## src/logic/fwd_defines.svh

```systemverilog
`ifndef FWD_DEFINES_SVH
`define FWD_DEFINES_SVH

// datapath width of the RV32 integer core
`define XLEN 32

// major opcodes seen by the forwarding path
`define OPCODE_LOAD        7'b0000011
`define OPCODE_ENVIRONMENT 7'b1110011  // csrrw and friends
`define OPCODE_LUI         7'b0110111
`define OPCODE_JAL         7'b1101111
`define OPCODE_JALR        7'b1100111
`define OPCODE_OP          7'b0110011
`define OPCODE_OP_IMM      7'b0010011

// load size codes, funct3 field of a LOAD
`define FUNCT3_LB  3'b000
`define FUNCT3_LH  3'b001
`define FUNCT3_LW  3'b010
`define FUNCT3_LBU 3'b100
`define FUNCT3_LHU 3'b101

`endif

```

## src/logic/fwd_pkg.sv

```systemverilog
`default_nettype none

`include "fwd_defines.svh"

package fwd_pkg;

    // result of the instruction leaving EX
    typedef struct packed {
        logic [6:0]        opcode;
        logic [4:0]        rd;
        logic              reg_write;
        logic [2:0]        funct3;          // load size
        logic [`XLEN-1:0]  imm;             // for LUI
        logic [`XLEN-1:0]  alu_result;      // also the load address
        logic [`XLEN-1:0]  csr_read_data;
        logic [`XLEN-1:0]  pc_plus_4;       // link value of JAL and JALR
        logic              csr_write;
        logic [11:0]       csr_addr;
        logic [`XLEN-1:0]  csr_write_data;
    } ex_result_t;

    // same descriptor once the load data has been aligned in MEM
    typedef struct packed {
        logic [6:0]        opcode;
        logic [4:0]        rd;
        logic              reg_write;
        logic [2:0]        funct3;
        logic [`XLEN-1:0]  imm;
        logic [`XLEN-1:0]  alu_result;
        logic [`XLEN-1:0]  csr_read_data;
        logic [`XLEN-1:0]  pc_plus_4;
        logic              csr_write;
        logic [11:0]       csr_addr;
        logic [`XLEN-1:0]  csr_write_data;
        logic [`XLEN-1:0]  load_data;       // extended load value
    } mem_result_t;

    // sources of the instruction entering EX
    typedef struct packed {
        logic [4:0]        rs1;
        logic [4:0]        rs2;
        logic [11:0]       csr_addr;
        logic [`XLEN-1:0]  csr_read_data;   // value read from the CSR file
    } src_req_t;

    typedef enum logic [1:0] {
        SEL_NONE = 2'b00,
        SEL_MEM  = 2'b10,
        SEL_WB   = 2'b11
    } fwd_sel_t;

    // hits of one stage, rs1_hit is bit 0
    typedef struct packed {
        logic csr_hit;
        logic rs2_hit;
        logic rs1_hit;
    } hazard_t;

endpackage

`default_nettype wire

```

## src/logic/stage_reg.sv

```systemverilog
`timescale 1ns/10ps
`default_nettype none

module stage_reg #(
    parameter type payload_t = logic
) (
    input  wire      clk,
    input  wire      reset,
    input  wire      in_valid,
    input  payload_t in_data,
    output logic     out_valid,
    output payload_t out_data
);

    // valid bit is the only control state of the stage
    always_ff @(posedge clk) begin
        if (reset) begin
            out_valid <= 1'b0;
        end else begin
            out_valid <= in_valid;
        end
    end

    // payload is captured every cycle, a bubble just carries stale data
    always_ff @(posedge clk) begin
        out_data <= in_data;
    end

endmodule

`default_nettype wire

```

## src/logic/load_align.sv

```systemverilog
`timescale 1ns/10ps
`default_nettype none

`include "fwd_defines.svh"

module load_align (
    input  wire  [`XLEN-1:0] raw_data,   // whole memory word
    input  wire  [1:0]       addr_low,
    input  wire  [2:0]       funct3,
    output logic [`XLEN-1:0] load_data
);

    logic [7:0]  sel_byte;
    logic [15:0] sel_half;

    // byte lane picked by the two low address bits
    always_comb begin
        case (addr_low)
            2'd0:    sel_byte = raw_data[7:0];
            2'd1:    sel_byte = raw_data[15:8];
            2'd2:    sel_byte = raw_data[23:16];
            default: sel_byte = raw_data[31:24];
        endcase
    end

    // halfword lane, bit 0 is ignored for halves
    always_comb begin
        if (addr_low[1]) begin
            sel_half = raw_data[31:16];
        end else begin
            sel_half = raw_data[15:0];
        end
    end

    always_comb begin
        case (funct3)
            `FUNCT3_LB: begin
                load_data = {{(`XLEN-8){sel_byte[7]}}, sel_byte};   // sign extend
            end
            `FUNCT3_LH: begin
                load_data = {{(`XLEN-16){sel_half[15]}}, sel_half};
            end
            `FUNCT3_LBU: begin
                load_data = {{(`XLEN-8){1'b0}}, sel_byte};          // zero extend
            end
            `FUNCT3_LHU: begin
                load_data = {{(`XLEN-16){1'b0}}, sel_half};
            end
            default: begin
                load_data = raw_data;   // LW and anything else
            end
        endcase
    end

endmodule

`default_nettype wire

```

## src/logic/hazard_detect.sv

```systemverilog
`timescale 1ns/10ps
`default_nettype none

module hazard_detect (
    input  wire fwd_pkg::src_req_t    src,
    input  wire                       mem_valid,
    input  wire fwd_pkg::ex_result_t  mem_stage,
    input  wire                       wb_valid,
    input  wire fwd_pkg::mem_result_t wb_stage,
    output fwd_pkg::hazard_t          hazard_mem,
    output fwd_pkg::hazard_t          hazard_wb
);

    // a producer counts only when it really writes a nonzero rd
    function automatic logic reg_match(
        input logic       valid,
        input logic       reg_write,
        input logic [4:0] rd,
        input logic [4:0] rs
    );
        return valid && reg_write && (rd != 5'd0) && (rd == rs);
    endfunction

    function automatic logic csr_match(
        input logic        valid,
        input logic        csr_write,
        input logic [11:0] dst_addr,
        input logic [11:0] src_addr
    );
        return valid && csr_write && (dst_addr == src_addr);
    endfunction

    always_comb begin
        hazard_mem.rs1_hit = reg_match(mem_valid, mem_stage.reg_write, mem_stage.rd, src.rs1);
        hazard_mem.rs2_hit = reg_match(mem_valid, mem_stage.reg_write, mem_stage.rd, src.rs2);
        hazard_mem.csr_hit = csr_match(mem_valid, mem_stage.csr_write, mem_stage.csr_addr,
                                       src.csr_addr);
    end

    // same rule one stage further down
    always_comb begin
        hazard_wb.rs1_hit = reg_match(wb_valid, wb_stage.reg_write, wb_stage.rd, src.rs1);
        hazard_wb.rs2_hit = reg_match(wb_valid, wb_stage.reg_write, wb_stage.rd, src.rs2);
        hazard_wb.csr_hit = csr_match(wb_valid, wb_stage.csr_write, wb_stage.csr_addr,
                                      src.csr_addr);
    end

endmodule

`default_nettype wire

```

## src/logic/forward_unit.sv

```systemverilog
`timescale 1ns/10ps
`default_nettype none

`include "fwd_defines.svh"

module forward_unit (
    input  wire fwd_pkg::hazard_t     hazard_mem,
    input  wire fwd_pkg::hazard_t     hazard_wb,
    input  wire fwd_pkg::ex_result_t  mem_stage,
    input  wire [`XLEN-1:0]           mem_load_data,   // aligned in this cycle
    input  wire fwd_pkg::mem_result_t wb_stage,
    input  wire [`XLEN-1:0]           csr_read_data,   // from the CSR file
    output logic [`XLEN-1:0]          alu_forward_data_a,
    output logic [`XLEN-1:0]          alu_forward_data_b,
    output fwd_pkg::fwd_sel_t         alu_forward_select_a,
    output fwd_pkg::fwd_sel_t         alu_forward_select_b,
    output logic [`XLEN-1:0]          csr_forward_data
);

    import fwd_pkg::*;

    logic [`XLEN-1:0] mem_fwd_value;
    logic [`XLEN-1:0] wb_fwd_value;

    // value a stage would write back to rd
    function automatic logic [`XLEN-1:0] stage_value(
        input logic [6:0]       opcode,
        input logic [`XLEN-1:0] load_data,
        input logic [`XLEN-1:0] csr_data,
        input logic [`XLEN-1:0] imm,
        input logic [`XLEN-1:0] pc_plus_4,
        input logic [`XLEN-1:0] alu_result
    );
        logic [`XLEN-1:0] value;
        case (opcode)
            `OPCODE_LOAD:        value = load_data;
            `OPCODE_ENVIRONMENT: value = csr_data;    // old CSR value goes to rd
            `OPCODE_LUI:         value = imm;
            `OPCODE_JAL:         value = pc_plus_4;
            `OPCODE_JALR:        value = pc_plus_4;
            default:             value = alu_result;
        endcase
        return value;
    endfunction

    assign mem_fwd_value = stage_value(mem_stage.opcode, mem_load_data,
                                       mem_stage.csr_read_data, mem_stage.imm,
                                       mem_stage.pc_plus_4, mem_stage.alu_result);

    assign wb_fwd_value = stage_value(wb_stage.opcode, wb_stage.load_data,
                                      wb_stage.csr_read_data, wb_stage.imm,
                                      wb_stage.pc_plus_4, wb_stage.alu_result);

    // younger producer in MEM wins over WB
    assign alu_forward_select_a = hazard_mem.rs1_hit ? SEL_MEM :
                                  hazard_wb.rs1_hit  ? SEL_WB  : SEL_NONE;
    assign alu_forward_select_b = hazard_mem.rs2_hit ? SEL_MEM :
                                  hazard_wb.rs2_hit  ? SEL_WB  : SEL_NONE;

    assign alu_forward_data_a = hazard_mem.rs1_hit ? mem_fwd_value :
                                hazard_wb.rs1_hit  ? wb_fwd_value  : {`XLEN{1'b0}};
    assign alu_forward_data_b = hazard_mem.rs2_hit ? mem_fwd_value :
                                hazard_wb.rs2_hit  ? wb_fwd_value  : {`XLEN{1'b0}};

    // pending CSR writes shadow the file value
    always_comb begin
        if (hazard_mem.csr_hit) begin
            csr_forward_data = mem_stage.csr_write_data;
        end else if (hazard_wb.csr_hit) begin
            csr_forward_data = wb_stage.csr_write_data;
        end else begin
            csr_forward_data = csr_read_data;
        end
    end

endmodule

`default_nettype wire

```

## src/logic/forward_top.sv

```systemverilog
`timescale 1ns/10ps
`default_nettype none

`include "fwd_defines.svh"

module forward_top (
    input  wire                      clk,
    input  wire                      reset,
    input  wire                      ex_valid,
    input  wire fwd_pkg::ex_result_t ex_result,
    input  wire [`XLEN-1:0]          mem_read_data,   // raw word of the load in MEM
    input  wire fwd_pkg::src_req_t   src,
    output logic [`XLEN-1:0]         alu_forward_data_a,
    output logic [`XLEN-1:0]         alu_forward_data_b,
    output fwd_pkg::fwd_sel_t        alu_forward_select_a,
    output fwd_pkg::fwd_sel_t        alu_forward_select_b,
    output logic [`XLEN-1:0]         csr_forward_data
);

    import fwd_pkg::*;

    logic             mem_valid;
    ex_result_t       mem_stage;
    logic [`XLEN-1:0] aligned_load;
    mem_result_t      mem_result;
    logic             wb_valid;
    mem_result_t      wb_stage;
    hazard_t          hazard_mem;
    hazard_t          hazard_wb;

    stage_reg #(.payload_t(ex_result_t)) i_ex_mem (
        .clk       (clk),
        .reset     (reset),
        .in_valid  (ex_valid),
        .in_data   (ex_result),
        .out_valid (mem_valid),
        .out_data  (mem_stage)
    );

    load_align i_load_align (
        .raw_data  (mem_read_data),
        .addr_low  (mem_stage.alu_result[1:0]),
        .funct3    (mem_stage.funct3),
        .load_data (aligned_load)
    );

    // MEM descriptor plus the aligned load value
    assign mem_result = '{
        opcode:         mem_stage.opcode,
        rd:             mem_stage.rd,
        reg_write:      mem_stage.reg_write,
        funct3:         mem_stage.funct3,
        imm:            mem_stage.imm,
        alu_result:     mem_stage.alu_result,
        csr_read_data:  mem_stage.csr_read_data,
        pc_plus_4:      mem_stage.pc_plus_4,
        csr_write:      mem_stage.csr_write,
        csr_addr:       mem_stage.csr_addr,
        csr_write_data: mem_stage.csr_write_data,
        load_data:      aligned_load
    };

    stage_reg #(.payload_t(mem_result_t)) i_mem_wb (
        .clk       (clk),
        .reset     (reset),
        .in_valid  (mem_valid),
        .in_data   (mem_result),
        .out_valid (wb_valid),
        .out_data  (wb_stage)
    );

    hazard_detect i_hazard_detect (
        .src        (src),
        .mem_valid  (mem_valid),
        .mem_stage  (mem_stage),
        .wb_valid   (wb_valid),
        .wb_stage   (wb_stage),
        .hazard_mem (hazard_mem),
        .hazard_wb  (hazard_wb)
    );

    forward_unit i_forward_unit (
        .hazard_mem           (hazard_mem),
        .hazard_wb            (hazard_wb),
        .mem_stage            (mem_stage),
        .mem_load_data        (aligned_load),
        .wb_stage             (wb_stage),
        .csr_read_data        (src.csr_read_data),
        .alu_forward_data_a   (alu_forward_data_a),
        .alu_forward_data_b   (alu_forward_data_b),
        .alu_forward_select_a (alu_forward_select_a),
        .alu_forward_select_b (alu_forward_select_b),
        .csr_forward_data     (csr_forward_data)
    );

endmodule

`default_nettype wire

```

## config.mk

```make
export PLATFORM = sky130hd
export DESIGN_NAME = forward_top
export DESIGN_NICKNAME = d
export VERILOG_FILES = /design/src/logic/fwd_pkg.sv /design/src/logic/stage_reg.sv /design/src/logic/load_align.sv /design/src/logic/hazard_detect.sv /design/src/logic/forward_unit.sv /design/src/logic/forward_top.sv
export VERILOG_INCLUDE_DIRS = /design/src /design/src/logic
export SDC_FILE = /design/constraint.sdc
export NUM_CORES = 1
export LEC_CHECK = 0
export ABC_AREA = 1
export BUFFER_PORTS_ARGS = -buffer_cell sky130_fd_sc_hd__buf_2
export CAP_MARGIN = 5
export CORE_UTILIZATION = 51
export CTS_CLUSTER_DIAMETER = 60
export DETAILED_ROUTE_END_ITERATION = 10
export GPL_ROUTABILITY_DRIVEN = 1
export PLACE_DENSITY = 0.83
export SYNTH_ARGS = -nofsm -noshare
export SYNTH_HDL_FRONTEND = slang
export SYNTH_SLANG_ARGS = --single-unit
```

## constraint.sdc

```tcl
create_clock -name clk -period 4.17 [get_ports clk]
set_input_delay 0 -clock clk [delete_from_list [all_inputs] [get_ports clk]]
set_output_delay 0 -clock clk [all_outputs]
set_load 0.1 [all_outputs]
```

==> tab_implementation.tex, run 1 <==
\begin{tabular}{lr}
\hline
Metric & Value \\
\hline
\multicolumn{2}{l}{\textbf{GRT}} \\
\quad Maximum number of pins on one net before global-route repair & 39 \\
\quad Overall Global Routing Usage & 40.9\% \\
\quad Leftover overflow at the end of global routing & 0 \\
\quad Initial antenna violation count & 8 \\
\quad Wire length of the first global-routing pass & 89900 microns \\
\quad Number of global-route vias before repair & 16.3k \\
\multicolumn{2}{l}{\textbf{Detailed routing}} \\
\quad Routed Antenna Nets & 0 \\
\quad DRC violation count after routing & 0 \\
\quad Overall via count from detail\_route & 15.8k \\
\quad Total routed wirelength & 60100 microns \\
\quad Avg Vias per Cell & 5.74 \\
\quad Wire length per cell after detailed routing & 21.9 microns \\
\quad Pre-Repair DR Iteration Count & 9 \\
\quad 1st-iter DRT viols & 2021 \\
\multicolumn{2}{l}{\textbf{Critical path}} \\
\quad Cell-by-cell listing of the critical path & nand2\_1, nor2\_2, buf\_4, nand2\_1, and2\_1, buf\_4, nand3b\_1, nand3\_1, nand2\_1, buf\_2 \\
\quad Maximum cell stage delay along the critical path & 0.47 ns \\
\quad Endpoint kind of the worst setup timing path & primary output \\
\quad Startpoint of the lowest-slack register-to-register path & i\_ex\_mem.out\_data[173] \\
\quad Internal reg-to-reg setup slack & 1.84 ns \\
\quad CP Data Arrival Time & 3.46 ns \\
\quad Slowest cell on the critical path & dfxtp\_1 \\
\quad Buffers plus inverters on the worst setup path & 3 \\
\quad Startpoint Class & flip-flop \\
\quad Register-to-Register Path Depth & 7 \\
\quad Most Frequent Cell on Critical Path & nand2\_1 \\
\quad Required time reported for the critical path endpoint & 4.17 ns \\
\quad Type of the worst setup path & reg2out \\
\quad Crit-path max FO & 33 \\
\quad CP top delay family & simple AND/OR/NAND/NOR gates \\
\quad Worst reg2reg path endpoint & i\_mem\_wb.out\_data[0] \\
\multicolumn{2}{l}{\textbf{Finish}} \\
\quad Final cell count without fillers & 2749 \\
\quad Final core area utilization & 73.1\% \\
\quad Fraction of final layout cells sized beyond drive strength 1 & 23.0\% \\
\quad Signed area change from the synthesized netlist to the final layout & 40.2\% \\
\quad Fin nets & 2609 \\
\quad Count of fill cells added during filler insertion & 1853 \\
\multicolumn{2}{l}{\textbf{Synthesis}} \\
\quad Number of distinct standard cells referenced by the synthesized netlist & 35 \\
\quad Combined area of all synthesized cells & 14600 sq um \\
\quad Synthesized area per cell & 8.34 sq um \\
\quad Syn\_nets & 2030 \\
\quad Post-synthesis sequential area ratio & 56.1\% \\
\quad Cells after synthesis & 1752 \\
\quad Number of synthesized register bits & 409 \\
\quad Yosys Warn Count & 0 \\
\multicolumn{2}{l}{\textbf{Timing}} \\
\quad Post-route fraction of the period consumed by the critical path & 82.9\% \\
\quad Shortest period the worst path allows & 3.46 ns \\
\quad Worst slew slack as a fraction of its limit & 17.6\% \\
\quad Setup repair after global routing missed its margin & false \\
\quad Count of final hold-check violations & 0 \\
\quad Post-route setup slack & 0.712 ns \\
\quad Highest achievable clock rate & 289 MHz \\
\quad Pins Over Slew Limit & 0 \\
\quad Setup clock skew after layout & 0.0241 ns \\
\quad Worst-case hold slack & 0.0947 ns \\
\quad Number of setup violations in the final report & 0 \\
\quad Sum of negative setup slack & 0 ns \\
\quad Least-Margin Pin Slew & 1.23 ns \\
\multicolumn{2}{l}{\textbf{Min path}} \\
\quad Worst Hold Depth & 2 \\
\quad Critical hold path startpoint & ex\_result[163] \\
\quad Hold/Removal Path Class & in2reg \\
\quad Capture endpoint of the worst hold path & i\_ex\_mem.out\_data[163] \\
\multicolumn{2}{l}{\textbf{Clock network}} \\
\quad Clk slew on worst S/H paths & 0.07 ns \\
\quad CTS H-tree lvls & 2 \\
\quad Buffer levels on the longest clock path & 3 \\
\quad Clock net sink count & 409 \\
\quad CTS root buf & clkbuf\_16 \\
\quad Clock insertion delay at the later pin of the skew report & 0.54 ns \\
\quad Number of buffers added by the clock tree synthesis step & 43 \\
\quad CTS tree & done \\
\multicolumn{2}{l}{\textbf{Floorplanning}} \\
\quad Top-level I/O count & 378 \\
\quad Core area & 28000 sq um \\
\quad Number of placement rows & 61 \\
\quad Starting Density & 52.1\% \\
\quad DIE AREA & 29300 sq um \\
\quad Die height & 171 microns \\
\quad Horizontal extent of the die & 171 microns \\
\multicolumn{2}{l}{\textbf{Pwr}} \\
\quad Static leakage & 10.0 nW \\
\quad Total power per unit cell area & 444 nW/um\^{}2 \\
\quad IR Drop Worst-Case VDD & 0.359 mV \\
\multicolumn{2}{l}{\textbf{Flow run}} \\
\quad Number of maximum-capacitance constraint violations & 0 \\
\multicolumn{2}{l}{\textbf{Placement}} \\
\quad Final GP Congestion & 0.936 \\
\quad Worst setup slack before clock tree synthesis & 1.40 ns \\
\quad Number of buffers inserted by port buffering & 377 \\
\quad Cell Count Post-Placement & 2439 \\
\quad Final HPWL from detailed placement & 33100 microns \\
\multicolumn{2}{l}{\textbf{Outcome}} \\
\quad Status & complete, no violations \\
\hline
\end{tabular}
layer usage:
| metal | vias to the layer above | share of wire (%) | global-route usage [%] |
|---|---|---|---|
| met5 | - | 0.038 | 0 |
| met4 | 4 | 8.2 | 29.7 |
| met3 | 438 | 11 | 11.1 |
| met2 | 1356 | 47 | 67.3 |
| met1 | 7125 | 33 | 45.7 |
| li1 | 6860 | - | - |
where the power goes:
| group | total (mW) | switching (mW) | internal [mW] |
|---|---|---|---|
| Clock | 3.96 | 1.62 | 2.35 |
| Sequential | 4.25 | 0.120 | 4.13 |
| Combinational | 0.869 | 0.508 | 0.362 |
timing repair:
| item | CTS | global route |
|---|---|---|
| resized for setup | 0 | 0 |
| setup buffers | 0 | 0 |
| hold buffers | 225 | 0 |
| hold endpoints to repair | 223 | 0 |
worst max path at each step:
stage | start | depth (start not counted) | slack [ns] | endpoint
after detailed placement | i_ex_mem.out_data[110] | 9 | 1.40 | alu_forward_data_a[17]
after global routing | i_ex_mem.out_data[110] | 9 | 0.53 | alu_forward_data_a[17]
after floorplan | i_ex_mem.out_data[180] | 8 | 1.89 | alu_forward_data_a[27]
after CTS | i_ex_mem.out_data[110] | 9 | 0.85 | alu_forward_data_a[17]
final | i_mem_wb.out_data[219] | 10 | 0.71 | alu_forward_data_a[10]
after global placement | i_ex_mem.out_data[110] | 9 | 1.43 | alu_forward_data_a[17]
stage by stage:
stage / area (sq um) / power [mW]
after floorplan: 14600 / 4.68
after global placement: 16700 / 4.95
after detailed placement: 16700 / 4.96
after CTS: 20400 / 8.99
after global routing: 20500 / 9.32
final: 20500 / 9.09
sequential cells by signal, indices dropped and copies added (netlist names):
register and count:
i_mem_wb.out_data 218, i_ex_mem.out_data 189, i_ex_mem.out_valid 1, i_mem_wb.out_valid 1
kinds of logic after synthesis:
kind of cell / after synthesis / share of synthesized area (%)
AND/OR/NAND/NOR: 1079 / 34.4
XOR/XNOR: 30 / 1.80
AO/OA/AOI/OAI: 55 / 2.20
flip-flops: 409 / 56.1
buffers and inverters: 179 / 5.49
layout make-up:
cell class | count | area [sq um] | share of cell area [%]
clock buffers | 57 | 1200 | 5.86
diodes | 9 | 22.5 | 0.110
well taps | 378 | 473 | 2.31
inverters | 83 | 312 | 1.52
repair buffers | 630 | 4350 | 21.2
multi-input cells | 1164 | 5680 | 27.7
flip-flops and latches | 409 | 8190 | 40.0
clock inverters | 19 | 251 | 1.23
cells in the final DEF (no fill, tap or decap), types with 9 or more instances in the layout:
master	instances
nand2_1	458
dfxtp_1	409
nand3_1	408
buf_2	377
dlygate4sd3_1	225
nor2_1	79
inv_1	75
nand3b_1	65
clkbuf_16	43
buf_4	28
or2_2	24
xnor2_1	20
a21oi_1	17
o21ai_0	17
nor2_2	15
nand3_2	11
xor2_1	10
diode_2	9
Yosys cell counts (all sizes together):
library cell,n,share of area [%]
inv,83,2.1
xor2,10,0.60
nor3,5,0.34
and3,2,0.086
o21bai,2,0.10
and2,7,0.30
nand3,419,15
clkbuf,46,1.2
or2,25,1.1
dfxtp,409,56
o21ai,23,0.81
a21boi,6,0.31
a21oi,18,0.69
buf,50,2.2
nor2,96,2.6
xnor2,20,1.2
nand2,460,12
a22oi,2,0.10
o211ai,1,0.051
o22ai,3,0.13
nand3b,65,3.3
worst reg2reg max path: stages, from the launching register on:
cell           delay, ns
dfxtp_1             0.46
inv_2               0.11
nand2_2             0.15
inv_1               0.17
o21ai_2             0.46
nand2_1             0.13
and2_1              0.18
dlygate4sd3_1       0.55
Power figures use the tool's default switching activity.
==> run 2: changes to the inputs <==
- ABC_AREA: 1 -> 0
- CORE_UTILIZATION: 51 -> 46
- PLACE_DENSITY: 0.83 -> 0.81
- clock period: 4.17 -> 2.9 ns (I/O delays scaled with it)
==> run 2 against run 1 <==
Clock power increased by 42%. Critical path depth shrank 3. Via count shrank 24%. Register-to-register slack got worse by 1.3 ns. Largest power group unchanged.
==> tab_implementation.tex, run 2 <==
\begin{tabular}{lr}
\hline
Metric & Value \\
\hline
\multicolumn{2}{l}{\textbf{Finish}} \\
\quad Largest registers & i\_mem\_wb.out\_data: 218 flops, i\_ex\_mem.out\_data: 189 flops \\
\quad Largest register FFs & 218 \\
\quad Signed area change from the synthesized netlist to the final layout & 60.7\% \\
\quad Largest register by flop count & i\_mem\_wb.out\_data \\
\quad Most frequent cells in the layout & dfxtp\_1 (409), buf\_2 (279), dlygate4sd3\_1 (229), a22oi\_1 (94), buf\_4 (90) \\
\quad Most common cell after layout, fill and taps aside & dfxtp\_1 \\
\quad Fraction of final layout cells sized beyond drive strength 1 & 36.7\% \\
\quad Fin nets & 1996 \\
\quad Final core area utilization & 75.4\% \\
\multicolumn{2}{l}{\textbf{Clock network}} \\
\quad Buffer levels on the longest clock path & 3 \\
\quad Clock net sink count & 409 \\
\quad CTS tree & done \\
\quad Clk slew on worst S/H paths & 0.07 ns \\
\quad Clock insertion delay at the later pin of the skew report & 0.55 ns \\
\quad CTS H-tree lvls & 2 \\
\quad CTS root buf & clkbuf\_16 \\
\quad Number of buffers added by the clock tree synthesis step & 42 \\
\multicolumn{2}{l}{\textbf{Synthesis}} \\
\quad Synth async-reset ratio & 0\% \\
\quad Most used flip-flop cell after synthesis & dfxtp\_1 \\
\quad Library cell with the highest instance count after synthesis & dfxtp\_1 \\
\quad Number of synthesized register bits & 409 \\
\quad Post-synth top area share & 64.6\% \\
\quad Post-synthesis sequential area ratio & 64.6\% \\
\quad Cells after synthesis & 1097 \\
\quad Top post-synthesis cells by count & dfxtp\_1 (409), a22oi\_1 (94), nand2\_1 (85) \\
\quad Synthesized area per cell & 11.6 sq um \\
\quad Cell types occupying the most area after synthesis & dfxtp\_1 (65\%), mux2i\_1 (5.7\%), a22oi\_1 (5.6\%) \\
\quad Top cell type by total area after synthesis & dfxtp\_1 \\
\quad Count of flip-flops with a built-in enable after synthesis & 0 \\
\quad Number of distinct standard cells referenced by the synthesized netlist & 50 \\
\quad Combined area of all synthesized cells & 12700 sq um \\
\quad Yosys Warn Count & 0 \\
\quad Syn\_nets & 1375 \\
\multicolumn{2}{l}{\textbf{Floorplanning}} \\
\quad Starting Density & 46.9\% \\
\quad Top-level I/O count & 378 \\
\quad Number of placement rows & 60 \\
\quad DIE AREA & 28200 sq um \\
\quad Horizontal extent of the die & 168 microns \\
\quad Core area & 27000 sq um \\
\quad Die height & 168 microns \\
\multicolumn{2}{l}{\textbf{Critical path}} \\
\quad Startpoint Class & flip-flop \\
\quad Required time reported for the critical path endpoint & 2.90 ns \\
\quad Endpoint kind of the worst setup timing path & primary output \\
\quad Crit-path max FO & 9 \\
\quad Type of the worst setup path & reg2out \\
\quad CP Data Arrival Time & 2.89 ns \\
\multicolumn{2}{l}{\textbf{Pwr}} \\
\quad Total power per unit cell area & 641 nW/um\^{}2 \\
\quad Clock share of power & 43.0\% \\
\quad Sequential Power Share & 46.9\% \\
\quad Share of total power consumed by net switching & 24.3\% \\
\quad Static leakage & 8.98 nW \\
\quad Power Internal & 9.88 mW \\
\quad Net switching power & 3.17 mW \\
\quad Power consumption & 13.1 mW \\
\quad IR Drop Worst-Case VDD & 0.513 mV \\
\quad Gate power share & 10.2\% \\
\multicolumn{2}{l}{\textbf{Detailed routing}} \\
\quad Routed Antenna Nets & 0 \\
\quad 1st-iter DRT viols & 1232 \\
\quad Avg Vias per Cell & 5.76 \\
\quad Overall via count from detail\_route & 12.1k \\
\quad DRC violation count after routing & 0 \\
\quad Wire length per cell after detailed routing & 24.3 microns \\
\quad Pre-Repair DR Iteration Count & 5 \\
\quad Total routed wirelength & 50900 microns \\
\multicolumn{2}{l}{\textbf{Timing}} \\
\quad Highest achievable clock rate & 346 MHz \\
\quad Worst slew slack as a fraction of its limit & 64.7\% \\
\quad Setup clock skew after layout & 0.0354 ns \\
\quad Post-route fraction of the period consumed by the critical path & 99.7\% \\
\quad Setup repair after global routing missed its margin & true \\
\quad Pins Over Slew Limit & 0 \\
\quad Number of setup violations in the final report & 0 \\
\quad Least-Margin Pin Slew & 0.529 ns \\
\quad Shortest period the worst path allows & 2.89 ns \\
\quad Count of final hold-check violations & 0 \\
\multicolumn{2}{l}{\textbf{GRT}} \\
\quad Initial antenna violation count & 3 \\
\quad Overall Global Routing Usage & 33.2\% \\
\quad Number of global-route vias before repair & 12.6k \\
\quad Wire length of the first global-routing pass & 71300 microns \\
\quad Maximum number of pins on one net before global-route repair & 65 \\
\quad Leftover overflow at the end of global routing & 0 \\
\multicolumn{2}{l}{\textbf{Min path}} \\
\quad Hold/Removal Path Class & in2reg \\
\multicolumn{2}{l}{\textbf{Placement}} \\
\quad Number of buffers inserted by port buffering & 377 \\
\quad Final GP Congestion & 0.886 \\
\quad Final HPWL from detailed placement & 28200 microns \\
\multicolumn{2}{l}{\textbf{Outcome}} \\
\quad Status & complete, no violations \\
\multicolumn{2}{l}{\textbf{Flow run}} \\
\quad Number of maximum-capacitance constraint violations & 0 \\
\hline
\end{tabular}
==> run 2: cell types whose count changed in the layout (fill, tap and decap cells not counted), sizes merged, moves of 21 or more <==
| cell | delta |
|---|---|
| nand2 | -375 |
| o22ai | +49 |
| or2 | -25 |
| mux2i | +72 |
| nand3b | -65 |
| o21ai | +41 |
| nor2 | -45 |
| a221oi | +24 |
| inv | -83 |
| a21oi | +21 |
| a22oi | +92 |
| nand3 | -415 |
==> run 2: power groups by stage <==
| stage | combinational, mW | sequential, mW | clock (mW) |
|---|---|---|---|
| floorplan | 0.546 | 6.16 | 0 |
| finish | 1.33 | 6.12 | 5.61 |
| global route | 1.38 | 6.14 | 5.90 |
| CTS | 1.21 | 6.09 | 5.58 |
| detailed placement | 0.923 | 6.21 | 0 |
| global placement | 0.910 | 6.19 | 0 |
==> run 2: final timing paths <==
| kind | start | endpoint | slack [ns] | cells after the start |
|---|---|---|---|---|
| worst max-delay path | i_ex_mem.out_data[110] | alu_forward_data_a[28] | 0.009 | 7 |
| worst min-delay path | ex_result[89] | i_ex_mem.out_data[89] | 0.09 | 2 |
| worst max register to register | i_ex_mem.out_data[110] | i_mem_wb.out_data[13] | 0.58 | 5 |
| worst min register to register | i_ex_mem.out_data[112] | i_mem_wb.out_data[144] | 0.34 | 0 |
==> run 2: layout make-up <==
type,count,area (sq um)
Inverter,3,11.3
Sequential cell,409,8190
Antenna cell,3,7.51
Fill cell,1549,6650
Timing Repair Buffer,648,5130
Clock inverter,22,277
Clock buffer,52,1170
Multi-Input combinational cell,614,5170
Tap cell,341,427
==> run 2: metrics by stage <==
stage / worst slack (ns) / hold slack, ns / instance area [sq um] / setup TNS [ns] / cells
floorplan: -0.866 / 0.0277 / 13100 / -6.93 / 1097
global placement: 0.372 / 0.102 / 15800 / 0 / 1779
detailed placement: 0.277 / 0.104 / 15800 / 0 / 1779
CTS: -0.0294 / 0.0763 / 19800 / -0.115 / 2082
global route: -0.0815 / 0.0833 / 20400 / -0.939 / 2092
finish: 0.00921 / 0.0904 / 20400 / 0 / 2092
==> run 2: metal layers <==
metal,global-route usage [%],vias up,share of wire (%)
met3,7.50,242,9.4
met2,60.1,916,49
met1,35.4,5677,35
met5,0,-,0
met4,19.3,0,6.6
li1,-,5223,-
==> run 2: worst max-delay path, cell delays in order, from the launching register on <==
cell      delay [ns]
dfxtp_1         0.42
mux4_2          0.56
nand2_2         0.20
buf_4           0.20
nand2_1         0.14
a221oi_4        0.45
o22ai_2         0.12
buf_4           0.25
==> run 2: repair_timing <==
action                                  4_1_cts  5_1_grt
pin swaps                                     0        9
gates resized for setup                      83      120
buffers inserted                              0        7
endpoints found under the hold margin       223        0
endpoints found under the setup margin       81       93
hold buffers                                229        0
==> run 2: kinds of logic (layout without fill, tap and decap cells) <==
logic type	Yosys count	in the layout	share of synthesized area, %
AND/OR/NAND/NOR	185	185	6.70
XOR/XNOR	44	44	3.04
buffers and inverters	74	725	2.54
other	0	3	0
flip-flops	409	409	64.6
AO/OA/AOI/OAI	311	311	17.2
multiplexers	74	74	5.95
